### src/hw/bpu_pkg.sv
// shared geometry, types and index helpers; btb_index assumes BPU_BTB_LEN of 6 and pc[19:12] tags
`default_nettype none

package bpu_pkg;

    localparam logic [31:0] BPU_INIT_PC = 32'h1c000000; // reset fetch pc
    localparam int BPU_BTB_LEN     = 6;   // btb and bht index width
    localparam int BPU_BTB_DEPTH   = 64;  // entries per bank
    localparam int BPU_TAG_LEN     = 8;   // pc[19:12]
    localparam int BPU_HISTORY_LEN = 4;   // local history bits
    localparam int BPU_PHT_PC_LEN  = 4;   // pc[6:3] part of pht index
    localparam int BPU_PHT_DEPTH   = 256; // counters per bank
    localparam int BPU_RAS_DEPTH   = 8;
    localparam int BPU_RAS_LEN     = 3;   // ras pointer width

    typedef enum logic [1:0] {
        BR_NORMAL = 2'b00, // conditional branch
        BR_JUMP   = 2'b01,
        BR_CALL   = 2'b10,
        BR_RET    = 2'b11
    } br_type_e;

    typedef struct packed {
        logic                   valid;
        logic [BPU_TAG_LEN-1:0] tag;
        br_type_e               br_type;
        logic [31:0]            target_pc;
    } btb_entry_t; // 43 bits

    // xor fold of two 6-bit pc slices
    function automatic logic [BPU_BTB_LEN-1:0] btb_index(input logic [31:0] pc);
        return pc[14:9] ^ pc[8:3];
    endfunction

    function automatic logic [BPU_TAG_LEN-1:0] btb_tag(input logic [31:0] pc);
        return pc[BPU_TAG_LEN+11:12];
    endfunction

    // history in the upper bits, pc bits below
    function automatic logic [BPU_HISTORY_LEN+BPU_PHT_PC_LEN-1:0] pht_index(
        input logic [BPU_HISTORY_LEN-1:0] history,
        input logic [31:0]                pc
    );
        return {history, pc[BPU_PHT_PC_LEN+2:3]};
    endfunction

    // two-bit saturating step, weak states cross over on one miss
    function automatic logic [1:0] next_scnt(input logic [1:0] scnt, input logic taken);
        case (scnt)
            2'b00:   return taken ? 2'b01 : 2'b00; // strong not taken
            2'b01:   return taken ? 2'b10 : 2'b00; // weak not taken
            2'b10:   return taken ? 2'b11 : 2'b01; // weak taken
            default: return taken ? 2'b11 : 2'b10; // strong taken
        endcase
    endfunction

endpackage

`default_nettype wire

### src/hw/bpu_update_if.sv
// one selected backend correction per cycle; a pulse, taken by every table at the next edge
`default_nettype none

interface bpu_update_if;
    import bpu_pkg::*;

    logic                       update;      // correction present this cycle
    logic [31:0]                pc;          // pc of the corrected instruction
    logic [31:0]                target_pc;   // resolved target
    br_type_e                   br_type;
    logic                       taken;       // resolved direction
    logic                       type_miss;   // btb had no or wrong entry
    logic                       target_miss;
    logic [BPU_HISTORY_LEN-1:0] history;     // history seen at prediction
    logic [1:0]                 scnt;        // counter seen at prediction

    modport ctrl (output update, pc, target_pc, br_type, taken,
                  type_miss, target_miss, history, scnt);

    modport tbl (input update, pc, target_pc, br_type, taken,
                 type_miss, target_miss, history, scnt);

endinterface

`default_nettype wire

### src/hw/bpu_ras.sv
// eight-entry return stack driven by backend call/ret corrections; overflow and underflow wrap silently
`default_nettype none

module bpu_ras (
    input  wire          clk,
    input  wire          rst_n,
    bpu_update_if.tbl    upd,
    output logic [31:0]  top_o
);
    import bpu_pkg::*;

    logic [31:0]            stack_q [BPU_RAS_DEPTH]; // return addresses
    logic [BPU_RAS_LEN-1:0] top_q;  // points at the newest entry
    logic [BPU_RAS_LEN-1:0] wr_q;   // next free slot
    logic                   push;
    logic                   pop;

    assign push = upd.update && (upd.br_type == BR_CALL);
    assign pop  = upd.update && (upd.br_type == BR_RET);

    assign top_o = stack_q[top_q]; // read combinationally

    // pointers, empty stack has top one below write
    always_ff @(posedge clk) begin
        if (!rst_n) begin
            top_q <= BPU_RAS_LEN'(BPU_RAS_DEPTH - 1);
            wr_q  <= '0;
        end else if (push) begin
            top_q <= wr_q;
            wr_q  <= wr_q + BPU_RAS_LEN'(1);
        end else if (pop) begin
            wr_q  <= top_q;
            top_q <= top_q - BPU_RAS_LEN'(1);
        end
    end

    // storage, no reset
    always_ff @(posedge clk) begin
        if (push) begin
            stack_q[wr_q] <= upd.pc + 32'd4; // return lands after the call
        end
    end

endmodule

`default_nettype wire

### src/flat_wrapper.sv
// flat-port wrapper written by rule: the top's interface ports become plain ports
module bpu_ras_flat import bpu_pkg::*;
  (clk, rst_n, top_o, upd_update, upd_pc, upd_target_pc, upd_br_type, upd_taken, upd_type_miss, upd_target_miss, upd_history, upd_scnt);
  bpu_update_if upd_i ();
  input  wire clk;
  input  wire rst_n;
  output logic [31:0] top_o;
  input wire logic [$bits(upd_i.update)-1:0] upd_update;
  input wire logic [$bits(upd_i.pc)-1:0] upd_pc;
  input wire logic [$bits(upd_i.target_pc)-1:0] upd_target_pc;
  input wire logic [$bits(upd_i.br_type)-1:0] upd_br_type;
  input wire logic [$bits(upd_i.taken)-1:0] upd_taken;
  input wire logic [$bits(upd_i.type_miss)-1:0] upd_type_miss;
  input wire logic [$bits(upd_i.target_miss)-1:0] upd_target_miss;
  input wire logic [$bits(upd_i.history)-1:0] upd_history;
  input wire logic [$bits(upd_i.scnt)-1:0] upd_scnt;
  assign upd_i.update = upd_update;
  assign upd_i.pc = upd_pc;
  assign upd_i.target_pc = upd_target_pc;
  assign upd_i.br_type = upd_br_type;
  assign upd_i.taken = upd_taken;
  assign upd_i.type_miss = upd_type_miss;
  assign upd_i.target_miss = upd_target_miss;
  assign upd_i.history = upd_history;
  assign upd_i.scnt = upd_scnt;
  bpu_ras u_core (.clk(clk), .rst_n(rst_n), .upd(upd_i), .top_o(top_o));
endmodule
### config.mk
export PLATFORM = sky130hd
export DESIGN_NAME = bpu_ras_flat
export DESIGN_NICKNAME = d
export VERILOG_FILES = /design/src/hw/bpu_pkg.sv /design/src/hw/bpu_update_if.sv /design/src/hw/bpu_ras.sv /design/src/flat_wrapper.sv
export SDC_FILE = /design/constraint.sdc
export NUM_CORES = 1
export LEC_CHECK = 0
export ABC_CLOCK_PERIOD_IN_PS = 3600
export BUFFER_PORTS_ARGS = -buffer_cell sky130_fd_sc_hd__buf_4
export CAP_MARGIN = 30
export CORE_ASPECT_RATIO = 1.2
export CORE_MARGIN = 3
export CORE_UTILIZATION = 45
export DETAILED_ROUTE_END_ITERATION = 10
export PLACE_DENSITY = 0.73
export SETUP_SLACK_MARGIN = 0.02
export SYNTH_ARGS = -nofsm -noshare
export SYNTH_HDL_FRONTEND = slang
export SYNTH_SLANG_ARGS = --single-unit
### constraint.sdc
create_clock -name clk -period 3.6 [get_ports clk]
set_clock_uncertainty 0.05 [all_clocks]
set_input_delay 0.54 -clock clk [delete_from_list [all_inputs] [get_ports clk]]
set_output_delay 0.54 -clock clk [all_outputs]
set_load 0.005 [all_outputs]
**Yosys cells after proc, flatten, opt, wreduce, memory -nomap -nowiden**

Memories as Yosys holds them, arrays and structs flattened. A register that Yosys moved wholly into a read port is not among the register bits.
Index checks and enable logic that the tools add are counted.

- Multiplexer cells: 8
- Reductions and logical operators: 3
- $add $sub $neg: 3
- Eq/ne operators: 2

Operators with widths:

| kind | number |
|---|---|
| 32-bit by 3-bit adder with 32-bit output, second input constant | 1 |
| 3-bit 2-to-1 mux | 6 |
| 2-bit equality test, second input constant | 2 |
| 3-bit by 1-bit adder with 3-bit output, second input constant | 1 |
| 3-bit by 1-bit subtractor with 3-bit output, second input constant | 1 |
| 1-bit logical AND | 2 |
| 1-bit 2-to-1 mux | 2 |
| 2-bit nonzero test | 1 |

- Memory bits (writable): 256
- Word-level logic and storage cells: 19
- Register bits: 6
- Memories kept: 1

Memories:

| memory | words | bits a word | read ports | clocked after Yosys merged registers in | write ports | line | source |
|---|---|---|---|---|---|---|---|
| u_core.stack_q | 8 | 32 | 1 | 1 | 1 | bpu_ras.sv:12 | `logic [31:0] stack_q [BPU_RAS_DEPTH];` |

**Longest topological paths before layout**

- Depth in word-level cells: 6
- Gate-level depth with buffers: 6

**Least setup slack after synthesis**

Ideal clock, no wire load.

- Path kind: input to register
- Start point: input upd_update
- End point: memory u_core.stack_q[0][0], enable pin
- Data arrival time: 3225 ps
- Slack: -136 ps
- Required time: 3089 ps
- Stages: 3
- Setup time: 461 ps
- Buffers on the path: 0
- Cell sequence: nand2_1 > or3_1 > nor3_1

- Word-level cells in the longest chain between the ends: 3

RTL lines:

| element | line | source |
|---|---|---|
| start: declaration | flat_wrapper.sv:8 | `input wire logic [$bits(upd_i.update)-1:0] upd_update;` |
| 1-bit logical AND | bpu_ras.sv:18 | `assign push = upd.update && (upd.br_type == BR_CALL);` |
| 1-bit 2-to-1 mux | bpu_ras.sv:39 | `if (push) begin` |
| 1-bit 2-to-1 mux (not written as such) | bpu_ras.sv:40 | `stack_q[wr_q] <= upd.pc + 32'd4;` |
| end: declaration | bpu_ras.sv:12 |  |

No other way between the ends.

==> metrics.yaml <==
avgSynthCellArea_um2: 20.8
start_kind: "flop"
clk_pin_slew_worst_paths_ns: 0.06
finalPower_mw: 6.46
detail-route-antenna-nets: 0
firstDrtPassIters: 4
status: "finished, final reports clean"
grt_setup_unrepaired: "false"
max-cap-violations: 0
ys_ff_latch: 265
min_period_ns: 3.17
insertion_delay_ns: 0.51
die_area_um2: 25900
fin_cells: 947
crit_arrival_ns: 2.58
finalHoldViolations: 0
cp_top_family: "multiplexers"
cts-resized-gates: 0
max_stage_delay_ns: 0.68
die_y_um: 176
synth_cell_types: 39
cts_setup_buffers: 0
ys_seq_area_share_pct: 72.9
syn_nets: 601
layout_common_cells: "edfxtp_1, buf_4, mux4_2"
dp_cells: 901
htree_levels: 1
antenna_found_initial: 0
drt_iter0_drc: 432
final.period_utilization_pct: 88.1
finalSetupViolCount: 0
cts.sink_count: 265
viasPerCell: 5.54
cts_hold_buf: 0
wire_per_inst_um: 22.7
areaGrowthSynthToFinish_pct: 16.9
tns_ns: 0
grt_start_max_net_pins: 29
dp_hpwl_mm: 13.2
nets: 695
fp-row-count: 61
antenna_cells: 0
required_ns: 3.01
peakVddDrop_mv: 0.383
p_leak_nw: 4.30
fin_util_pct: 54.0
grt_pass1_vias: 5572
grt_pass1_wl_mm: 32.9
cts_tree: "yes"
core_um2: 23400
synth_area_um2: 10800
port_buffers: 68
final_common_cell: "edfxtp_1"
place_congestion: 0.744
drc: 0
drive_gt1_share_pct: 32.4
clockBufferDepth: 3
cts_buffers: 26
yosysWarningCount: 0
crit_buf_inv: 2
grtUsageTotal_pct: 16.7
slew_violations: 0
critPathSlowestCell: "dfxtp_4"
crit_chain: "buf_4, mux4_1, mux2_2, buf_4"
vias: 5246
holdWs_ns: 0.210
hp-class: "in -> reg"
worstSetupPathType: "reg -> out"
synth_cells: 520
root_buffer: "clkbuf_16"
max-slew-margin-rel_pct: 51.9
die_x_um: 147
start_util_pct: 46.2
cp_max_fo: 27
worst_slew_pin_slew_ns: 0.721
overflow: 0
ioPinCount: 110
wl_mm: 21.5
critPathCaptureType: "output pin"
fmax_ghz: 0.315
power.density_nw_per_um2: 512
path_common_cell: "buf_4"
-- routing by layer --
layer | vias up | GRT usage [%] | wire length, um
met5 | - | 0 | 0
met4 | 0 | 4.12 | 326
met3 | 24 | 2.40 | 1170
met2 | 161 | 29.2 | 11200
met1 | 2704 | 22.2 | 8750
li1 | 2357 | - | -
-- state kept, by name, indices dropped and copies added (netlist names), named ones only --
signal,flops
u_core.wr_q,3
u_core.top_q,3
u_core.stack_q,256
-- stage by stage --
| step | setup slack [ns] | area (um^2) |
|---|---|---|
| final | 0.429 | 12600 |
| after global routing | 0.288 | 12600 |
| after CTS | 0.378 | 12600 |
| after detailed placement | 0.919 | 11800 |
| after global placement | 0.947 | 11800 |
| after floorplan | 0.735 | 10800 |
-- kinds of logic (layout without fill, tap and decap cells) --
family | count (synthesis) | in the layout | synth area share, %
mux | 97 | 97 | 17.8
buf+inv | 27 | 139 | 1.51
simple gates | 89 | 89 | 4.50
xor+xnor | 28 | 28 | 2.27
flops | 265 | 265 | 72.9
compound gates | 11 | 11 | 0.684
fa+ha+maj | 3 | 3 | 0.348
-- synthesized netlist by cell type --
| cell type | instances | area share, % |
|---|---|---|
| clkbuf_1 | 7 | 0.24 |
| nor2_1 | 16 | 0.56 |
| nor4_1 | 1 | 0.058 |
| and3_2 | 1 | 0.070 |
| o21a_1 | 1 | 0.070 |
| nand3_1 | 19 | 0.88 |
| nor3_1 | 8 | 0.37 |
| nand4_2 | 1 | 0.12 |
| nor4_4 | 1 | 0.20 |
| a21boi_0 | 1 | 0.070 |
| o21ai_0 | 3 | 0.14 |
| mux2_2 | 32 | 3.3 |
| inv_1 | 5 | 0.17 |
| buf_6 | 7 | 0.73 |
| mux4_1 | 30 | 7.3 |
| and2_1 | 2 | 0.12 |
| a21oi_1 | 2 | 0.093 |
| xor2_1 | 7 | 0.57 |
| and4_1 | 2 | 0.16 |
| and4_2 | 1 | 0.093 |
| nand2b_1 | 3 | 0.17 |
| edfxtp_1 | 256 | 71 |
| buf_1 | 1 | 0.035 |
| xnor2_1 | 21 | 1.7 |
| ha_1 | 3 | 0.35 |
| or3_1 | 1 | 0.058 |
| and3_1 | 4 | 0.23 |
| o211a_1 | 1 | 0.093 |
| or2_2 | 1 | 0.058 |
| o211ai_1 | 2 | 0.14 |
| mux4_2 | 34 | 7.1 |
| mux2i_1 | 1 | 0.093 |
| nand4_4 | 1 | 0.20 |
| buf_2 | 7 | 0.32 |
| a211o_1 | 1 | 0.081 |
| dfxtp_1 | 9 | 1.7 |
| nand3b_1 | 1 | 0.070 |
| nand2_1 | 18 | 0.63 |
| nand4_1 | 8 | 0.46 |
-- power by group --
part	total, mW	leakage (nW)	switching, mW	internal [mW]
Sequential	3.45	2.38	0.0343	3.42
Combinational	0.440	1.52	0.207	0.232
Clock	2.57	0.396	1.07	1.50
-- final timing paths --
kind	startpoint	endpoint	cells after the start	slack (ns)
worst max-delay path	flop	top_o[17]	4	0.43
worst min register to register	u_core.top_q[0]	u_core.wr_q[0]	2	0.49
worst max register to register	u_core.wr_q[0]	u_core.stack_q[4][29]	3	1.67
worst min-delay path	upd_pc[1]	u_core.stack_q[4][1]	1	0.21
-- final cells by class --
type                            instances  area [um^2]
Clock buffer                           32          694
Clock inverter                         14          115
Fill cell                            1816        10700
Inverter                                5         18.8
Multi-Input combinational cell        228         2810
Sequential cell                       265         7870
Tap cell                              315          394
Timing Repair Buffer                   88          711
Note: power is estimated with default switching activity, not from simulation.
