### config.mk
export PLATFORM = sky130hd
export DESIGN_NAME = bpu_dir_flat
export DESIGN_NICKNAME = d
export VERILOG_FILES = /design/src/hw/bpu_pkg.sv /design/src/hw/bpu_update_if.sv /design/src/hw/bpu_dir.sv /design/src/flat_wrapper.sv
export SDC_FILE = /design/constraint.sdc
export NUM_CORES = 2
export LEC_CHECK = 0
export ABC_CLOCK_PERIOD_IN_PS = 10650
export BUFFER_PORTS_ARGS = -buffer_cell sky130_fd_sc_hd__buf_2
export CAP_MARGIN = 15
export CORE_ASPECT_RATIO = 1.2
export CORE_UTILIZATION = 40
export CTS_BUF_LIST = sky130_fd_sc_hd__clkbuf_16
export DETAILED_ROUTE_END_ITERATION = 16
export GPL_ROUTABILITY_DRIVEN = 0
export PLACE_DENSITY = 0.65
export SKIP_LAST_GASP = 1
export SYNTH_ARGS = -nofsm -noshare
export SYNTH_HDL_FRONTEND = slang
export SYNTH_SLANG_ARGS = --single-unit
### constraint.sdc
create_clock -name clk -period 10.65 [get_ports clk]
set_input_delay 0.5325 -clock clk [delete_from_list [all_inputs] [get_ports clk]]
set_output_delay 0.5325 -clock clk [all_outputs]
set_load 0.05 [all_outputs]
### src/hw/bpu_pkg.sv
// shared geometry, types and index helpers; btb_index assumes BPU_BTB_LEN of 6 and pc[19:12] tags
`default_nettype none

package bpu_pkg;

    localparam logic [31:0] BPU_INIT_PC = 32'h1c000000; // reset fetch pc
    localparam int BPU_BTB_LEN     = 6;   // btb and bht index width
    localparam int BPU_BTB_DEPTH   = 64;  // entries per bank
    localparam int BPU_TAG_LEN     = 8;   // pc[19:12]
    localparam int BPU_HISTORY_LEN = 4;   // local history bits
    localparam int BPU_PHT_PC_LEN  = 4;   // pc[6:3] part of pht index
    localparam int BPU_PHT_DEPTH   = 256; // counters per bank
    localparam int BPU_RAS_DEPTH   = 8;
    localparam int BPU_RAS_LEN     = 3;   // ras pointer width

    typedef enum logic [1:0] {
        BR_NORMAL = 2'b00, // conditional branch
        BR_JUMP   = 2'b01,
        BR_CALL   = 2'b10,
        BR_RET    = 2'b11
    } br_type_e;

    typedef struct packed {
        logic                   valid;
        logic [BPU_TAG_LEN-1:0] tag;
        br_type_e               br_type;
        logic [31:0]            target_pc;
    } btb_entry_t; // 43 bits

    // xor fold of two 6-bit pc slices
    function automatic logic [BPU_BTB_LEN-1:0] btb_index(input logic [31:0] pc);
        return pc[14:9] ^ pc[8:3];
    endfunction

    function automatic logic [BPU_TAG_LEN-1:0] btb_tag(input logic [31:0] pc);
        return pc[BPU_TAG_LEN+11:12];
    endfunction

    // history in the upper bits, pc bits below
    function automatic logic [BPU_HISTORY_LEN+BPU_PHT_PC_LEN-1:0] pht_index(
        input logic [BPU_HISTORY_LEN-1:0] history,
        input logic [31:0]                pc
    );
        return {history, pc[BPU_PHT_PC_LEN+2:3]};
    endfunction

    // two-bit saturating step, weak states cross over on one miss
    function automatic logic [1:0] next_scnt(input logic [1:0] scnt, input logic taken);
        case (scnt)
            2'b00:   return taken ? 2'b01 : 2'b00; // strong not taken
            2'b01:   return taken ? 2'b10 : 2'b00; // weak not taken
            2'b10:   return taken ? 2'b11 : 2'b01; // weak taken
            default: return taken ? 2'b11 : 2'b10; // strong taken
        endcase
    endfunction

endpackage

`default_nettype wire

### src/hw/bpu_update_if.sv
// one selected backend correction per cycle; a pulse, taken by every table at the next edge
`default_nettype none

interface bpu_update_if;
    import bpu_pkg::*;

    logic                       update;      // correction present this cycle
    logic [31:0]                pc;          // pc of the corrected instruction
    logic [31:0]                target_pc;   // resolved target
    br_type_e                   br_type;
    logic                       taken;       // resolved direction
    logic                       type_miss;   // btb had no or wrong entry
    logic                       target_miss;
    logic [BPU_HISTORY_LEN-1:0] history;     // history seen at prediction
    logic [1:0]                 scnt;        // counter seen at prediction

    modport ctrl (output update, pc, target_pc, br_type, taken,
                  type_miss, target_miss, history, scnt);

    modport tbl (input update, pc, target_pc, br_type, taken,
                 type_miss, target_miss, history, scnt);

endinterface

`default_nettype wire

### src/hw/bpu_dir.sv
// local history plus two-bit counters per bank; both tables clear on reset, trained by backend only
`default_nettype none

module bpu_dir (
    input  wire                                          clk,
    input  wire                                          rst_n,
    input  wire  [31:0]                                  lookup_pc_i,
    bpu_update_if.tbl                                    upd,
    output logic [1:0]                                   taken_o,
    output logic [1:0][bpu_pkg::BPU_HISTORY_LEN-1:0]     history_o,
    output logic [1:0][1:0]                              scnt_o
);
    import bpu_pkg::*;

    logic [BPU_HISTORY_LEN-1:0] bht_q [2][BPU_BTB_DEPTH]; // per-branch history
    logic [1:0]                 pht_q [2][BPU_PHT_DEPTH]; // saturating counters
    logic [BPU_BTB_LEN-1:0]     bht_rd_idx;
    logic [BPU_BTB_LEN-1:0]     bht_wr_idx;
    logic [BPU_HISTORY_LEN+BPU_PHT_PC_LEN-1:0] pht_wr_idx;
    logic [BPU_HISTORY_LEN-1:0] hist_next;
    logic                       bank;

    assign bht_rd_idx = btb_index(lookup_pc_i); // same fold as the btb

    // each bank's history picks its own counter
    always_comb begin
        for (int i = 0; i < 2; i++) begin
            history_o[i] = bht_q[i][bht_rd_idx];
            scnt_o[i]    = pht_q[i][pht_index(history_o[i], lookup_pc_i)];
            taken_o[i]   = scnt_o[i][1]; // upper bit is the direction
        end
    end

    // training from the selected correction
    assign bank       = upd.pc[2];
    assign bht_wr_idx = btb_index(upd.pc);
    assign pht_wr_idx = pht_index(upd.history, upd.pc); // history the backend returned

    // new entry starts its history from this outcome
    assign hist_next = upd.type_miss ? {{(BPU_HISTORY_LEN-1){1'b0}}, upd.taken}
                                     : {upd.history[BPU_HISTORY_LEN-2:0], upd.taken};

    always_ff @(posedge clk) begin
        if (!rst_n) begin
            for (int b = 0; b < 2; b++) begin
                for (int e = 0; e < BPU_BTB_DEPTH; e++) begin
                    bht_q[b][e] <= '0;
                end
                for (int e = 0; e < BPU_PHT_DEPTH; e++) begin
                    pht_q[b][e] <= 2'b00; // strongly not taken
                end
            end
        end else if (upd.update) begin
            bht_q[bank][bht_wr_idx] <= hist_next;
            pht_q[bank][pht_wr_idx] <= next_scnt(upd.scnt, upd.taken);
        end
    end

endmodule

`default_nettype wire

### src/flat_wrapper.sv
// flat-port wrapper written by rule: the top's interface ports become plain ports
module bpu_dir_flat import bpu_pkg::*;
  (clk, rst_n, lookup_pc_i, taken_o, history_o, scnt_o, upd_update, upd_pc, upd_target_pc, upd_br_type, upd_taken, upd_type_miss, upd_target_miss, upd_history, upd_scnt);
  bpu_update_if upd_i ();
  input  wire clk;
  input  wire rst_n;
  input  wire  [31:0] lookup_pc_i;
  output logic [1:0] taken_o;
  output logic [1:0][bpu_pkg::BPU_HISTORY_LEN-1:0] history_o;
  output logic [1:0][1:0] scnt_o;
  input wire logic [$bits(upd_i.update)-1:0] upd_update;
  input wire logic [$bits(upd_i.pc)-1:0] upd_pc;
  input wire logic [$bits(upd_i.target_pc)-1:0] upd_target_pc;
  input wire logic [$bits(upd_i.br_type)-1:0] upd_br_type;
  input wire logic [$bits(upd_i.taken)-1:0] upd_taken;
  input wire logic [$bits(upd_i.type_miss)-1:0] upd_type_miss;
  input wire logic [$bits(upd_i.target_miss)-1:0] upd_target_miss;
  input wire logic [$bits(upd_i.history)-1:0] upd_history;
  input wire logic [$bits(upd_i.scnt)-1:0] upd_scnt;
  assign upd_i.update = upd_update;
  assign upd_i.pc = upd_pc;
  assign upd_i.target_pc = upd_target_pc;
  assign upd_i.br_type = upd_br_type;
  assign upd_i.taken = upd_taken;
  assign upd_i.type_miss = upd_type_miss;
  assign upd_i.target_miss = upd_target_miss;
  assign upd_i.history = upd_history;
  assign upd_i.scnt = upd_scnt;
  bpu_dir u_core (.clk(clk), .rst_n(rst_n), .lookup_pc_i(lookup_pc_i), .upd(upd_i), .taken_o(taken_o), .history_o(history_o), .scnt_o(scnt_o));
endmodule
# After elaboration in Yosys (flattened, before gate mapping)
# Memories as Yosys holds them, arrays and structs flattened.
# Cells that the tools add are included.
# Widths: inputs -> output; s select.
# totals
regBits	0
mem_bits_rw	1536
in_bits	110
out_inout_bits	14
elab_cells	58
mem_count	2
# classes
order_cmp	7
eq_ne	2
n_mux	35
n_bitwise	7
reduce_logical	5
# mem_list
name	depth	width	read_ports	rd_clocked_by_memory_dff	wr	line_no	source
u_core.pht_q	2	512	2	0	2	bpu_dir.sv:16	logic [1:0] pht_q [2][BPU_PHT_DEPTH];
u_core.bht_q	2	256	2	0	2	bpu_dir.sv:15	logic [BPU_HISTORY_LEN-1:0] bht_q [2][BPU_BTB_DEPTH];
# op_table
operator	count
$mux 512	3
$mux 256	3
$reduce_or 512->1	1
$reduce_or 256->1	1
$bmux 4 s6	2
$bmux 2 s8	2
$ge 9x9->1 const B	3
$not 8->9	3
$demux 4 s6	1
$mux 4	6
$mux 2	9
$demux 2 s8	1
$ge 7x7->1 const B	2
$not 6->7	2
$xor 6x6->6	2
$lt 9x1->1 const B	1
$lt 7x1->1 const B	1
$mux 1	7
$pmux 2 s3	1
$eq 2x1->1 const B	1
$eq 2x2->1 const B	1
$logic_and 1x1->1	2
$logic_not 2->1	1

# Longest topological paths before layout
# logic_depth
ltp_word	9
depth_mapped	15
mapped_depth_nobuf	10

# Worst setup path after synthesis
# OpenSTA, ideal clock, no wires.
# synth_path
path_type	input to register
startpoint	input rst_n
endpoint	memory u_core.pht_q[1][0] (netlist name) (data pin)
setup_time_ns	1.385
arrival_time_ns	7.247
required_time_ns	9.265
path_slack_ns	2.018
cell_stages	5
n_path_buf	3
path_cell_list	clkbuf_1 > nand2_1 > clkbuf_1 > buf_1 > nor2_1
# synth_lines
item	line_no	source
start: declaration	flat_wrapper.sv:6	input wire rst_n;
end: declaration	bpu_dir.sv:16	

# Worst setup path after layout
# layout_path
startpoint	input lookup_pc_i[3]
endpoint	output taken_o[0]
# layout_via
elab_chain_len	9
# layout_lines
item	line_no	source
start: declaration	flat_wrapper.sv:7	input wire [31:0] lookup_pc_i;
$xor 6x6->6	bpu_pkg.sv:32	return pc[14:9] ^ pc[8:3];
$not 6->7 (implied by the code)	bpu_dir.sv:28	history_o[i] = bht_q[i][bht_rd_idx];
$bmux 4 s6	bpu_dir.sv:28	
$mux 4 (implied by the code) (2 in series)	bpu_dir.sv:28	
$not 8->9 (implied by the code) *	bpu_dir.sv:29	scnt_o[i] = pht_q[i][pht_index(history_o[i], lookup_pc_i)];
$bmux 2 s8 *	bpu_dir.sv:29	
$mux 2 (implied by the code) * (2 in series)	bpu_dir.sv:29	
end: declaration	flat_wrapper.sv:8	output logic [1:0] taken_o;
# Every way passes the cells marked *; elsewhere a longest branch is shown, timed or not. The select of a mux whose other input is x is not followed.

==> load_flow_metrics.sql <==
INSERT INTO impl_metrics (metric_group, metric, value, unit) VALUES
('clocking', 'cts_root_buffer', 'clkbuf_16', ''),
('yosys', 'netlist_instances', '4731', ''),
('power_and_ir_drop', 'leakage', '23.8', 'nW'),
('yosys', 'top_cells_by_area_synth', 'edfxtp_1, mux4_2, nor2_1', ''),
('timing', 'timing_worst_slew_pin_value', '1280', 'ps'),
('critical_path', 'end_kind', 'output port', ''),
('route', 'initialDrtViolationCount', '5511', ''),
('route', 'drc_errors', '0', ''),
('cells_and_area', 'layoutNonFillerInstCount', '6975', ''),
('yosys', 'postSynth.topFlopCell', 'edfxtp_1', ''),
('route', 'route.antenna.remaining_nets', '0', ''),
('timing', 'timing.max_slew.rel_slack', '14.2', '%'),
('run_status', 'result_of_the_run', 'complete, no violations', ''),
('place', 'detailed_place_hpwl', '109', 'mm'),
('min_path', 'class_of_the_worst_hold_path', 'in -> reg', ''),
('timing', 'maxSlewViolCount', '0', ''),
('yosys', 'synth.most_common_cell', 'edfxtp_1', ''),
('yosys', 'syn-num-nets', '4841', ''),
('global_routing', 'grt_first_pass_wirelength', '274', 'mm'),
('yosys', 'proportion_of_register_bits_with_asynchronous_set_or_reset_after_synthesis', '0', '%'),
('job', 'max_cap_check_violation_count', '0', ''),
('yosys', 'synth-seq-cells', '1536', ''),
('clocking', 'clk_pin_slew', '60', 'ps'),
('cells_and_area', 'nNetsFinal', '4697', ''),
('yosys', 'synth_area_leader_cell', 'edfxtp_1', ''),
('clocking', 'tritoncts', 'done', ''),
('clocking', 'tritoncts_num_sinks', '1536', ''),
('die', 'num_io_pins', '124', ''),
('critical_path', 'cp-start-kind', 'primary input', ''),
('critical_path', 'slowest_delay', '880', 'ps'),
('clocking', 'post_cts.repair.setup_buffers', '0', ''),
('global_routing', 'via_count_of_the_first_global_routing_pass', '41300', ''),
('yosys', 'netlist_area', '68500', 'sq um'),
('cells_and_area', 'area.growth.synth_to_final', '10.7', '%'),
('clocking', 'cts_repair_resize_count', '0', ''),
('critical_path', 'cp.arrival', '6270', 'ps'),
('yosys', 'synth_common_cells', 'edfxtp_1, nor2_1, mux4_2', ''),
('cells_and_area', 'share_of_post_route_cells_with_drive_strength_above_1', '18.3', '%'),
('critical_path', 'worstSetupPathType', 'in -> out', ''),
('route', 'detail_route.wl_per_cell', '27.1', 'um'),
('route', 'drtPass1Iterations', '6', ''),
('die', 'floorplan.die.width', '380', 'um'),
('yosys', 'area_share_of_the_largest_cell_type_after_synthesis', '67.3', '%'),
('global_routing', 'grt_use_total', '21.6', '%'),
('die', 'die_footprint', '173000', 'sq um'),
('timing', 'rsz0062_at_grt', 'false', ''),
('critical_path', 'timing.critical_path.cells', 'buf_8 > xnor2_4 > buf_12 > buf_4 > mux4_2 > a32o_1 > a41o_1 > o2bb2ai_4 > mux2_2 > a2111oi_0 > a211oi_1 > buf_2', ''),
('clocking', 'clock_tree.htree_level_count', '4', ''),
('yosys', 'yosysWarningCount', '0', ''),
('timing', 'hold-worst-slack', '429', 'ps'),
('yosys', 'synthesis.area_per_instance', '14.5', 'sq um'),
('yosys', 'yosysSeqAreaShare', '67.3', '%'),
('clocking', 'cts_buffers', '146', ''),
('die', 'die_h', '455', 'um'),
('critical_path', 'crit_fanout', '74', ''),
('global_routing', 'gr-total-overflow', '0', ''),
('die', 'cell_rows', '166', ''),
('place', 'port_buffers', '49', ''),
('critical_path', 'critical_path.n_buffers_inverters', '4', ''),
('timing', 'final-setup-viol-count', '0', ''),
('yosys', 'synth_cell_type_count', '63', ''),
('global_routing', 'grt_start_max_net_pins', '256', ''),
('power_and_ir_drop', 'worst_ir_drop_vdd', '0.150', 'mV'),
('critical_path', 'critical_path.slowest_cell', 'a2111oi_0', ''),
('timing', 'final.period_utilization', '63.8', '%'),
('clocking', 'hold_buffers', '0', ''),
('global_routing', 'antenna_found_initial', '7', ''),
('critical_path', 'crit_required', '10120', 'ps'),
('timing', 'maxClockFrequency', '147', 'MHz'),
('yosys', 'synth_edf_count', '1536', ''),
('route', 'vias', '41800', ''),
('cells_and_area', 'utilization_after_layout', '44.5', '%'),
('place', 'place_inst', '6707', ''),
('power_and_ir_drop', 'cellPowerDensity', '187', 'nW/um^2'),
('timing', 'finalSetupTns', '0', 'ps'),
('route', 'wl', '189', 'mm'),
('critical_path', 'timing.critical_path.max_delay_family', 'compound AO/OA/AOI/OAI gates', ''),
('clocking', 'clockBufferDepth', '3', ''),
('route', 'post_drt_via_cell_ratio', '6.00', ''),
('timing', 'min_period', '6800', 'ps'),
('die', 'placeableCoreArea', '170000', 'sq um'),
('timing', 'finalHoldViolations', '0', ''),
('die', 'floorplan.initialDensity', '40.2', '%');
## logic make-up (layout without fill, tap and decap cells)
group / Yosys count / in the layout / synth area share (%)
mux: 495 / 495 / 15.4
compound gates: 685 / 685 / 5.35
other cells: 0 / 4 / 0
fa+ha+maj: 2 / 2 / 0.0292
simple gates: 1523 / 1523 / 8.74
buf+inv: 466 / 438 / 2.83
flops: 1536 / 1536 / 67.3
xor+xnor: 24 / 24 / 0.367
## stage by stage
step                total power [W]  cell area [sq um]  setup slack, ps
floorplan                   0.00845              68500             2020
global placement            0.00893              70900             3960
detailed placement          0.00897              70900             3870
CTS                          0.0142              75800             3860
global route                 0.0146              75800             3670
finish                       0.0142              75800             3850
## layout make-up
class | count | area [sq um]
Fill cell | 14800 | 94500
Sequential cell | 1536 | 46100
Multi-Input combinational cell | 2729 | 20700
Clock buffer | 153 | 3830
Tap cell | 2268 | 2840
Timing Repair Buffer | 161 | 1200
Clock inverter | 111 | 1040
Inverter | 13 | 48.8
Antenna cell | 4 | 10.0
## cell usage in the layout, fill, tap and decap left out, types with 48 or more instances in the layout
master / instances
nand3_1: 87
nor2_1: 1135
clkbuf_16: 153
buf_4: 107
nand2_1: 206
inv_1: 48
a21oi_1: 329
mux4_2: 432
o21ai_0: 288
edfxtp_1: 1536
## power by group
part,switching (W),internal (W)
sequential,0.000126,0.00714
combinational,0.00100,0.000591
clock,0.00227,0.00306
total,0.00340,0.0108
## registers in the layout (all words and copies together), names as in the netlist
name and count:
u_core.bht_q 512, u_core.pht_q 1024
## per-layer routing
| layer | vias to the layer above | part of all wire [%] | track usage (%) |
|---|---|---|---|
| met3 | 437 | 9.7 | 3.89 |
| met2 | 2436 | 50 | 36.8 |
| met1 | 21400 | 36 | 27.1 |
| met5 | - | 0.011 | 0 |
| li1 | 17600 | - | - |
| met4 | 4 | 4.2 | 9.11 |
## path summary, 6_finish.rpt
path                  startpoint            endpoint  slack, ps  cells past startpoint
setup / recovery  lookup_pc_i[3]          taken_o[0]       3850                     12
hold / removal         upd_pc[3]  u_core.pht_q[0][8]        430                      3
Note: power is estimated with default switching activity, not from simulation.
