File: src/hw/bpu_pkg.sv
// shared geometry, types and index helpers; btb_index assumes BPU_BTB_LEN of 6 and pc[19:12] tags
`default_nettype none

package bpu_pkg;

    localparam logic [31:0] BPU_INIT_PC = 32'h1c000000; // reset fetch pc
    localparam int BPU_BTB_LEN     = 6;   // btb and bht index width
    localparam int BPU_BTB_DEPTH   = 64;  // entries per bank
    localparam int BPU_TAG_LEN     = 8;   // pc[19:12]
    localparam int BPU_HISTORY_LEN = 4;   // local history bits
    localparam int BPU_PHT_PC_LEN  = 4;   // pc[6:3] part of pht index
    localparam int BPU_PHT_DEPTH   = 256; // counters per bank
    localparam int BPU_RAS_DEPTH   = 8;
    localparam int BPU_RAS_LEN     = 3;   // ras pointer width

    typedef enum logic [1:0] {
        BR_NORMAL = 2'b00, // conditional branch
        BR_JUMP   = 2'b01,
        BR_CALL   = 2'b10,
        BR_RET    = 2'b11
    } br_type_e;

    typedef struct packed {
        logic                   valid;
        logic [BPU_TAG_LEN-1:0] tag;
        br_type_e               br_type;
        logic [31:0]            target_pc;
    } btb_entry_t; // 43 bits

    // xor fold of two 6-bit pc slices
    function automatic logic [BPU_BTB_LEN-1:0] btb_index(input logic [31:0] pc);
        return pc[14:9] ^ pc[8:3];
    endfunction

    function automatic logic [BPU_TAG_LEN-1:0] btb_tag(input logic [31:0] pc);
        return pc[BPU_TAG_LEN+11:12];
    endfunction

    // history in the upper bits, pc bits below
    function automatic logic [BPU_HISTORY_LEN+BPU_PHT_PC_LEN-1:0] pht_index(
        input logic [BPU_HISTORY_LEN-1:0] history,
        input logic [31:0]                pc
    );
        return {history, pc[BPU_PHT_PC_LEN+2:3]};
    endfunction

    // two-bit saturating step, weak states cross over on one miss
    function automatic logic [1:0] next_scnt(input logic [1:0] scnt, input logic taken);
        case (scnt)
            2'b00:   return taken ? 2'b01 : 2'b00; // strong not taken
            2'b01:   return taken ? 2'b10 : 2'b00; // weak not taken
            2'b10:   return taken ? 2'b11 : 2'b01; // weak taken
            default: return taken ? 2'b11 : 2'b10; // strong taken
        endcase
    endfunction

endpackage

`default_nettype wire

File: src/hw/bpu_update_if.sv
// one selected backend correction per cycle; a pulse, taken by every table at the next edge
`default_nettype none

interface bpu_update_if;
    import bpu_pkg::*;

    logic                       update;      // correction present this cycle
    logic [31:0]                pc;          // pc of the corrected instruction
    logic [31:0]                target_pc;   // resolved target
    br_type_e                   br_type;
    logic                       taken;       // resolved direction
    logic                       type_miss;   // btb had no or wrong entry
    logic                       target_miss;
    logic [BPU_HISTORY_LEN-1:0] history;     // history seen at prediction
    logic [1:0]                 scnt;        // counter seen at prediction

    modport ctrl (output update, pc, target_pc, br_type, taken,
                  type_miss, target_miss, history, scnt);

    modport tbl (input update, pc, target_pc, br_type, taken,
                 type_miss, target_miss, history, scnt);

endinterface

`default_nettype wire

File: src/hw/bpu_pc_ctrl.sv
// fetch pc, correction select and next-pc choice; lookup is single-cycle, flush beats a transfer
`default_nettype none

module bpu_pc_ctrl (
    input  wire                                          clk,
    input  wire                                          rst_n,
    input  wire                                          flush_i,
    input  wire  [31:0]                                  redir_addr_i,
    // backend corrections, two slots
    input  wire  [1:0]                                   corr_update_i,
    input  wire  [1:0][31:0]                             corr_pc_i,
    input  wire  [1:0][31:0]                             corr_target_i,
    input  wire  bpu_pkg::br_type_e [1:0]                corr_br_type_i,
    input  wire  [1:0]                                   corr_taken_i,
    input  wire  [1:0]                                   corr_type_miss_i,
    input  wire  [1:0]                                   corr_target_miss_i,
    input  wire  [1:0][bpu_pkg::BPU_HISTORY_LEN-1:0]     corr_history_i,
    input  wire  [1:0][1:0]                              corr_scnt_i,
    bpu_update_if.ctrl                                   upd,
    // table lookup results
    input  wire  [1:0]                                   btb_hit_i,
    input  wire  bpu_pkg::br_type_e [1:0]                btb_type_i,
    input  wire  [1:0][31:0]                             btb_target_i,
    input  wire  [1:0]                                   dir_taken_i,
    input  wire  [31:0]                                  ras_top_i,
    output logic [31:0]                                  lookup_pc_o,
    // fetch stream
    input  wire                                          fetch_ready_i,
    output logic                                         fetch_valid_o,
    output logic [31:0]                                  fetch_pc_o,
    output logic [1:0]                                   fetch_mask_o,
    output logic [1:0]                                   pred_taken_o,
    output logic [31:0]                                  pred_next_pc_o
);
    import bpu_pkg::*;

    logic [31:0]      pc_q;
    logic             valid_q;
    logic             sel;          // chosen correction slot
    logic [1:0]       slot_taken;
    logic [1:0][31:0] slot_target;
    logic             slot0_live;
    logic [31:0]      seq_pc;       // next aligned pair
    logic [31:0]      next_pc;

    // first slot marked for update wins
    assign sel = !corr_update_i[0];

    assign upd.update      = corr_update_i[sel];
    assign upd.pc          = corr_pc_i[sel];
    assign upd.target_pc   = corr_target_i[sel];
    assign upd.br_type     = corr_br_type_i[sel];
    assign upd.taken       = corr_taken_i[sel];
    assign upd.type_miss   = corr_type_miss_i[sel];
    assign upd.target_miss = corr_target_miss_i[sel];
    assign upd.history     = corr_history_i[sel];
    assign upd.scnt        = corr_scnt_i[sel];

    // per-slot prediction
    always_comb begin
        for (int i = 0; i < 2; i++) begin
            // unconditional types ignore the counter
            slot_taken[i]  = btb_hit_i[i] && ((btb_type_i[i] != BR_NORMAL) || dir_taken_i[i]);
            slot_target[i] = (btb_type_i[i] == BR_RET) ? ras_top_i : btb_target_i[i];
        end
    end

    assign slot0_live = !pc_q[2]; // odd-word pc skips slot 0
    assign seq_pc     = {pc_q[31:3] + 29'd1, 3'b000};

    always_comb begin
        next_pc = seq_pc;
        if (slot0_live && slot_taken[0]) begin
            next_pc = slot_target[0];
        end else if (slot_taken[1]) begin
            next_pc = slot_target[1];
        end
    end

    // pc register, flush first
    always_ff @(posedge clk) begin
        if (!rst_n) begin
            pc_q <= BPU_INIT_PC;
        end else if (flush_i) begin
            pc_q <= redir_addr_i;
        end else if (valid_q && fetch_ready_i) begin
            pc_q <= next_pc; // advance on transfer
        end
    end

    // valid from the first cycle after reset
    always_ff @(posedge clk) begin
        if (!rst_n) begin
            valid_q <= 1'b0;
        end else begin
            valid_q <= 1'b1;
        end
    end

    assign lookup_pc_o    = pc_q;
    assign fetch_valid_o  = valid_q;
    assign fetch_pc_o     = pc_q;
    assign fetch_mask_o   = {!(slot0_live && slot_taken[0]), slot0_live};
    assign pred_taken_o   = slot_taken;
    assign pred_next_pc_o = next_pc;

endmodule

`default_nettype wire

File: src/flat_wrapper.sv
// flat-port wrapper written by rule: the top's interface ports become plain ports
module bpu_pc_ctrl_flat import bpu_pkg::*;
  (clk, rst_n, flush_i, redir_addr_i, corr_update_i, corr_pc_i, corr_target_i, corr_br_type_i, corr_taken_i, corr_type_miss_i, corr_target_miss_i, corr_history_i, corr_scnt_i, btb_hit_i, btb_type_i, btb_target_i, dir_taken_i, ras_top_i, lookup_pc_o, fetch_ready_i, fetch_valid_o, fetch_pc_o, fetch_mask_o, pred_taken_o, pred_next_pc_o, upd_update, upd_pc, upd_target_pc, upd_br_type, upd_taken, upd_type_miss, upd_target_miss, upd_history, upd_scnt);
  bpu_update_if upd_i ();
  input  wire clk;
  input  wire rst_n;
  input  wire flush_i;
  input  wire  [31:0] redir_addr_i;
  input  wire  [1:0] corr_update_i;
  input  wire  [1:0][31:0] corr_pc_i;
  input  wire  [1:0][31:0] corr_target_i;
  input  wire  bpu_pkg::br_type_e [1:0] corr_br_type_i;
  input  wire  [1:0] corr_taken_i;
  input  wire  [1:0] corr_type_miss_i;
  input  wire  [1:0] corr_target_miss_i;
  input  wire  [1:0][bpu_pkg::BPU_HISTORY_LEN-1:0] corr_history_i;
  input  wire  [1:0][1:0] corr_scnt_i;
  input  wire  [1:0] btb_hit_i;
  input  wire  bpu_pkg::br_type_e [1:0] btb_type_i;
  input  wire  [1:0][31:0] btb_target_i;
  input  wire  [1:0] dir_taken_i;
  input  wire  [31:0] ras_top_i;
  output logic [31:0] lookup_pc_o;
  input  wire fetch_ready_i;
  output logic fetch_valid_o;
  output logic [31:0] fetch_pc_o;
  output logic [1:0] fetch_mask_o;
  output logic [1:0] pred_taken_o;
  output logic [31:0] pred_next_pc_o;
  output wire logic [$bits(upd_i.update)-1:0] upd_update;
  output wire logic [$bits(upd_i.pc)-1:0] upd_pc;
  output wire logic [$bits(upd_i.target_pc)-1:0] upd_target_pc;
  output wire logic [$bits(upd_i.br_type)-1:0] upd_br_type;
  output wire logic [$bits(upd_i.taken)-1:0] upd_taken;
  output wire logic [$bits(upd_i.type_miss)-1:0] upd_type_miss;
  output wire logic [$bits(upd_i.target_miss)-1:0] upd_target_miss;
  output wire logic [$bits(upd_i.history)-1:0] upd_history;
  output wire logic [$bits(upd_i.scnt)-1:0] upd_scnt;
  assign upd_update = upd_i.update;
  assign upd_pc = upd_i.pc;
  assign upd_target_pc = upd_i.target_pc;
  assign upd_br_type = upd_i.br_type;
  assign upd_taken = upd_i.taken;
  assign upd_type_miss = upd_i.type_miss;
  assign upd_target_miss = upd_i.target_miss;
  assign upd_history = upd_i.history;
  assign upd_scnt = upd_i.scnt;
  bpu_pc_ctrl u_core (.clk(clk), .rst_n(rst_n), .flush_i(flush_i), .redir_addr_i(redir_addr_i), .corr_update_i(corr_update_i), .corr_pc_i(corr_pc_i), .corr_target_i(corr_target_i), .corr_br_type_i(corr_br_type_i), .corr_taken_i(corr_taken_i), .corr_type_miss_i(corr_type_miss_i), .corr_target_miss_i(corr_target_miss_i), .corr_history_i(corr_history_i), .corr_scnt_i(corr_scnt_i), .upd(upd_i), .btb_hit_i(btb_hit_i), .btb_type_i(btb_type_i), .btb_target_i(btb_target_i), .dir_taken_i(dir_taken_i), .ras_top_i(ras_top_i), .lookup_pc_o(lookup_pc_o), .fetch_ready_i(fetch_ready_i), .fetch_valid_o(fetch_valid_o), .fetch_pc_o(fetch_pc_o), .fetch_mask_o(fetch_mask_o), .pred_taken_o(pred_taken_o), .pred_next_pc_o(pred_next_pc_o));
endmodule
File: config.mk
export PLATFORM = sky130hd
export DESIGN_NAME = bpu_pc_ctrl_flat
export DESIGN_NICKNAME = d
export VERILOG_FILES = /design/src/hw/bpu_pkg.sv /design/src/hw/bpu_update_if.sv /design/src/hw/bpu_pc_ctrl.sv /design/src/flat_wrapper.sv
export SDC_FILE = /design/constraint.sdc
export NUM_CORES = 1
export LEC_CHECK = 0
export CAP_MARGIN = 20
export CORE_AREA = 2 2 180 182
export DETAILED_ROUTE_END_ITERATION = 6
export DIE_AREA = 0 0 182 184
export DONT_BUFFER_PORTS = 1
export MAX_ROUTING_LAYER = met4
export PLACE_DENSITY = 0.3
export SETUP_SLACK_MARGIN = 0.4
export SLEW_MARGIN = 10
export SYNTH_ARGS = -nofsm -noshare
export SYNTH_HDL_FRONTEND = slang
export SYNTH_SLANG_ARGS = --single-unit
File: constraint.sdc
create_clock -name clk -period 4.1 [get_ports clk]
set_input_delay 0.82 -clock clk [delete_from_list [all_inputs] [get_ports clk]]
set_output_delay 0.82 -clock clk [all_outputs]
set_load 0.05 [all_outputs]
# --- Word-level counts from Yosys, hierarchy flattened ---
# Cells that the tools add are included.
totals:
  wordCells: 43
  out_inout_bits: 177
  in_bits: 292
  regBits: 33
op_classes:
  eq_ne: 2
  magnitude_cmp: 1
  add_sub_neg: 1
  reduce_logical: 12
  muxes: 25
ops:
  columns: ["cell", "n"]
  rows:
  - ["$mux W32", 10]
  - ["$add A29 B1 Y29 const B", 1]
  - ["$mux W1", 9]
  - ["$mux W2", 4]
  - ["$mux W4", 2]
  - ["$reduce_bool A2 Y1", 3]
  - ["$eq A2 B2 Y1 const B", 2]
  - ["$logic_and A1 B1 Y1", 4]
  - ["$logic_not A1 Y1", 3]
  - ["$logic_or A1 B1 Y1", 2]
  - ["$lt A1 B2 Y1 const B", 1]

# --- Depth between registers and ports, before layout ---
logic_depth:
  ltp_word: 7
  ltp_mapped: 8
  depth_no_buf: 6

# --- Worst setup path before layout ---
# OpenSTA, ideal clock, no wires.
synth_path:
  path_kind: "in2out"
  startpoint: "input btb_type_i[3] in the netlist's numbering"
  endpoint: "output pred_next_pc_o[4]"
  t_required_ns: 3.280
  slack_ns: 0.082
  stages: 6
  path_buffers: 2
  arrival_time_ns: 3.198
  path_cell_list: "buf_2 > o31ai_4 > inv_2 > clkbuf_1 > nor2_1 > o31ai_1"
synth_via:
  elab_chain_len: 5
  word_cells_on_any_way: 7
  classes_between: "eq/ne (1); mux (3); reduce/logical (3)"
synth_lines:
  columns: ["item", "line", "text"]
  rows:
  - ["from (decl)", "flat_wrapper.sv:19", "input wire bpu_pkg::br_type_e [1:0] btb_type_i;"]
  - ["$reduce_bool A2 Y1", "bpu_pc_ctrl.sv:63", "slot_taken[i] = btb_hit_i[i] && ((btb_type_i[i] != BR_NORMAL) || dir_taken_i[i]);"]
  - ["$logic_or A1 B1 Y1", "bpu_pc_ctrl.sv:63", null]
  - ["$logic_and A1 B1 Y1", "bpu_pc_ctrl.sv:63", null]
  - ["named net pred_taken_o[1]", "flat_wrapper.sv:28", "output logic [1:0] pred_taken_o;"]
  - ["$mux W32", "bpu_pc_ctrl.sv:75", "end else if (slot_taken[1]) begin"]
  - ["$mux W32", "bpu_pc_ctrl.sv:73", "if (slot0_live && slot_taken[0]) begin"]
  - ["to (decl)", "flat_wrapper.sv:29", "output logic [31:0] pred_next_pc_o;"]
# The timed path passes the listed nets, and every way through them passes these cells.

# --- Final worst setup path ---
layout_path:
  startpoint: "register u_core.pc_q[9], in the netlist u_core.fetch_pc_o[9]"
  endpoint: "output pred_next_pc_o[20]"
layout_via:
  elab_chain_len: 3
layout_lines:
  columns: ["item", "line", "text"]
  rows:
  - ["from (decl)", "bpu_pc_ctrl.sv:37", "logic [31:0] pc_q;"]
  - ["from (signal assigned)", "bpu_pc_ctrl.sv:85", "pc_q <= redir_addr_i;"]
  - ["from (signal assigned)", "bpu_pc_ctrl.sv:87", "pc_q <= next_pc;"]
  - ["$add A29 B1 Y29", "bpu_pc_ctrl.sv:69", "assign seq_pc = {pc_q[31:3] + 29'd1, 3'b000};"]
  - ["$mux W32", "bpu_pc_ctrl.sv:75", null]
  - ["$mux W32", "bpu_pc_ctrl.sv:73", null]
# No other way between the ends.

==> load_flow_metrics.sql <==
INSERT INTO impl_metrics (metric_group, metric, value, unit) VALUES
('run_status', 'outcome', 'completed', ''),
('sta', 'drv_slew', '0', ''),
('floorplanning', 'chipWidth', '182', 'um'),
('floorplanning', 'start_util', '15.11', '%'),
('drt', 'drt-wirelength-per-cell', '32.83', 'um'),
('flow_run', 'drv_cap', '0', ''),
('drt', 'detail_route_antenna_nets', '0', ''),
('yosys', 'synth-warning-count', '0', ''),
('clocking', 'cts_inserted_buffers', '5', ''),
('yosys', 'syn_avg_cell_area', '7.750', 'um^2'),
('clocking', 'path_clk_slew', '0.06', 'ns'),
('drt', 'met2_wl', '15300', 'um'),
('yosys', 'mappedNetlistArea', '4743', 'um^2'),
('global_route', 'maximum_number_of_pins_on_one_net_before_global_route_repair', '77', ''),
('sta', 'period_utilization', '86.01', '%'),
('drt', 'wl_met1', '13390', 'um'),
('hold_path', 'worst_hold_path.endpoint', 'u_core.fetch_valid_o', ''),
('clocking', 'clock_tree.htree_level_count', '2', ''),
('sta', 'setup_total_negative_slack', '0', 'ns'),
('sta', 'worst_hold_slack', '0.5546', 'ns'),
('sta', 'grt_setup_unrepaired', 'false', ''),
('finish', 'finalNonFillerCells', '1006', ''),
('finish', 'flow.area_growth_from_synthesis', '16.75', '%'),
('yosys', 'synth.net_count', '905', ''),
('finish', 'most_common_library_cell_in_the_layout_ignoring_fill_and_taps', 'sky130_fd_sc_hd__mux2_2', ''),
('yosys', 'synth_seq_cells', '33', ''),
('pwr', 'power-per-cell-area', '347.2', 'nW/um^2'),
('critical_path', 'timing.critical_path.fanout_max', '10', ''),
('critical_path', 'r2r_start', 'u_core.fetch_pc_o[2]', ''),
('yosys', 'synth.distinct_cells', '67', ''),
('critical_path', 'critical-path-slowest-cell', 'sky130_fd_sc_hd__or3_2', ''),
('critical_path', 'crit_arrival', '2.71', 'ns'),
('sta', 'maxSlewHeadroom', '29.74', '%'),
('finish', 'mostFrequentLayoutCells', 'sky130_fd_sc_hd__mux2_2 (77), sky130_fd_sc_hd__buf_4 (60), sky130_fd_sc_hd__nand3_1 (45), sky130_fd_sc_hd__nand2_1 (42), sky130_fd_sc_hd__a21oi_1 (37)', ''),
('clocking', 'ctsResizeCount', '0', ''),
('critical_path', 'critical_path_buf_inv_count', '0', ''),
('sta', 'hold_viol', '0', ''),
('sta', 'postLayoutSetupSlackWorst', '0.5738', 'ns'),
('yosys', 'synth_enable_flop_cells', '0', ''),
('critical_path', 'path_cells', 'and4_1 -> nand4_1 -> or3_2 -> nand3_1 -> a31o_2', ''),
('critical_path', 'timing.critical_path.from_type', 'flop', ''),
('yosys', 'seq_area_frac_synth', '13.93', '%'),
('clocking', 'cts.hold.buffers_added', '0', ''),
('floorplanning', 'core.rowCount', '65', ''),
('drt', 'routed_via_density', '5.036', ''),
('floorplanning', 'fp.coreArea', '31390', 'um^2'),
('finish', 'final_cell_area', '5538', 'um^2'),
('global_route', 'grt_usage', '19.20', '%'),
('pwr', 'power.leakage', '0.002090', 'uW'),
('finish', 'ratio_of_cells_with_drive_above_1_in_the_final_layout', '32.44', '%'),
('drt', 'dr.pass1.iters', '4', ''),
('critical_path', 'crit_path_max_incr_delay', '0.56', 'ns'),
('global_route', 'grt_first_pass_wirelength', '43660', 'um'),
('yosys', 'synth_flop_cell', 'sky130_fd_sc_hd__dfxtp_1', ''),
('critical_path', 'critPathTopFamily', 'simple AND/OR/NAND/NOR gates', ''),
('clocking', 'cts.sinks', '33', ''),
('hold_path', 'hold_path_depth', '0', ''),
('sta', 'timing_worst_slew_pin_value', '1.054', 'ns'),
('critical_path', 'timing.critical_path.required', '3.28', 'ns'),
('place', 'cell_area_after_placement', '5365', 'um^2'),
('sta', 'finalClockSkew', '0.005048', 'ns'),
('finish', 'total_nets_final', '890', ''),
('floorplanning', 'fp.dieArea', '33490', 'um^2'),
('critical_path', 'timing.rr.end', 'u_core.fetch_pc_o[23]', ''),
('yosys', 'netlist_instances', '612', ''),
('sta', 'finalSetupViolCount', '0', ''),
('place', 'place_inst', '992', ''),
('global_route', 'grt_pass1_vias', '5128', ''),
('global_route', 'number_of_antenna_violations_at_the_first_check_in_global_routing', '9', ''),
('critical_path', 'worstRegToRegCells', '5', ''),
('place', 'gp_routability_congestion', '1.001', '');
[state kept, by name, indices dropped and copies added, names as in the netlist]
signal / count
u_core.fetch_pc_o: 32
u_core.fetch_valid_o: 1
[per-stage QoR]
step | utilization [%] | total power, uW
floorplan | - | 1312
global placement | 17.09 | 1528
detailed placement | 17.09 | 1522
CTS | 17.59 | 1943
global route | 17.63 | 1999
finish | 17.64 | 1923
[per-layer routing]
metal	up-vias	GRT usage, %
met2	244	30.61
met4	0	1.032
met5	-	-
li1	2309	-
met3	13	9.727
met1	2500	22.70
[cell usage after synthesis, types with 8 or more instances]
| library cell | count | share of area, % |
|---|---|---|
| sky130_fd_sc_hd__a211oi_1 | 14 | 2.2 |
| sky130_fd_sc_hd__mux2_2 | 77 | 18 |
| sky130_fd_sc_hd__dfxtp_1 | 33 | 14 |
| sky130_fd_sc_hd__nand4_1 | 10 | 1.3 |
| sky130_fd_sc_hd__clkbuf_1 | 38 | 3.0 |
| sky130_fd_sc_hd__o21ai_0 | 22 | 2.3 |
| sky130_fd_sc_hd__nand2_1 | 44 | 3.5 |
| sky130_fd_sc_hd__or3_1 | 12 | 1.6 |
| sky130_fd_sc_hd__nor2_1 | 15 | 1.2 |
| sky130_fd_sc_hd__a21oi_1 | 37 | 3.9 |
| sky130_fd_sc_hd__buf_2 | 10 | 1.1 |
| sky130_fd_sc_hd__mux2i_1 | 33 | 7.0 |
| sky130_fd_sc_hd__o22ai_1 | 10 | 1.3 |
| sky130_fd_sc_hd__nand3_1 | 45 | 4.7 |
| sky130_fd_sc_hd__o31ai_1 | 9 | 1.4 |
| sky130_fd_sc_hd__or2_2 | 8 | 1.1 |
| sky130_fd_sc_hd__and3_1 | 16 | 2.1 |
| sky130_fd_sc_hd__a31o_2 | 10 | 1.8 |
| sky130_fd_sc_hd__buf_4 | 33 | 5.2 |
[worst max path at each step]
stage / depth (start not counted) / slack, ns / startpoint / end
2_1_floorplan: 5 / 0.29 / btb_type_i[1] / pred_next_pc_o[13]
3_3_place_gp: 5 / 0.64 / btb_hit_i[0] / pred_next_pc_o[26]
3_5_place_dp: 5 / 0.62 / btb_hit_i[0] / pred_next_pc_o[28]
4_1_cts: 6 / 0.59 / u_core.fetch_pc_o[3] / pred_next_pc_o[25]
5_1_grt: 5 / 0.41 / u_core.fetch_pc_o[8] / pred_next_pc_o[16]
6_report: 5 / 0.57 / u_core.fetch_pc_o[9] / pred_next_pc_o[20]
[kinds of logic after synthesis]
kind of cell               after synthesis  share of synthesized area (%)
AOI/OAI and AO/OA                      180                          27.59
xor gates and xnor gates                 9                          1.662
adders and majority gates                1                         0.2637
buffers and inverters                   95                          10.42
DFF                                     33                          13.93
muxes                                  110                          25.24
and+or+nand+nor                        184                          20.89
[report_power, final]
| group | internal, uW | switching [uW] |
|---|---|---|
| Combinational | 270 | 845 |
| Clock | 258 | 162 |
| Sequential | 346 | 41.7 |
[area by class of cell]
type | instances | area [um^2]
inverters | 9 | 33.78
flip-flops and latches | 33 | 660.6
clock buffers | 7 | 152.6
diodes | 6 | 15.01
clock inverters | 1 | 5.005
fillers | 3593 | 25850
multi-input cells | 484 | 3637
repair buffers | 64 | 530.5
well taps | 402 | 503.0
No activity file was read; power rests on OpenSTA's default activity.
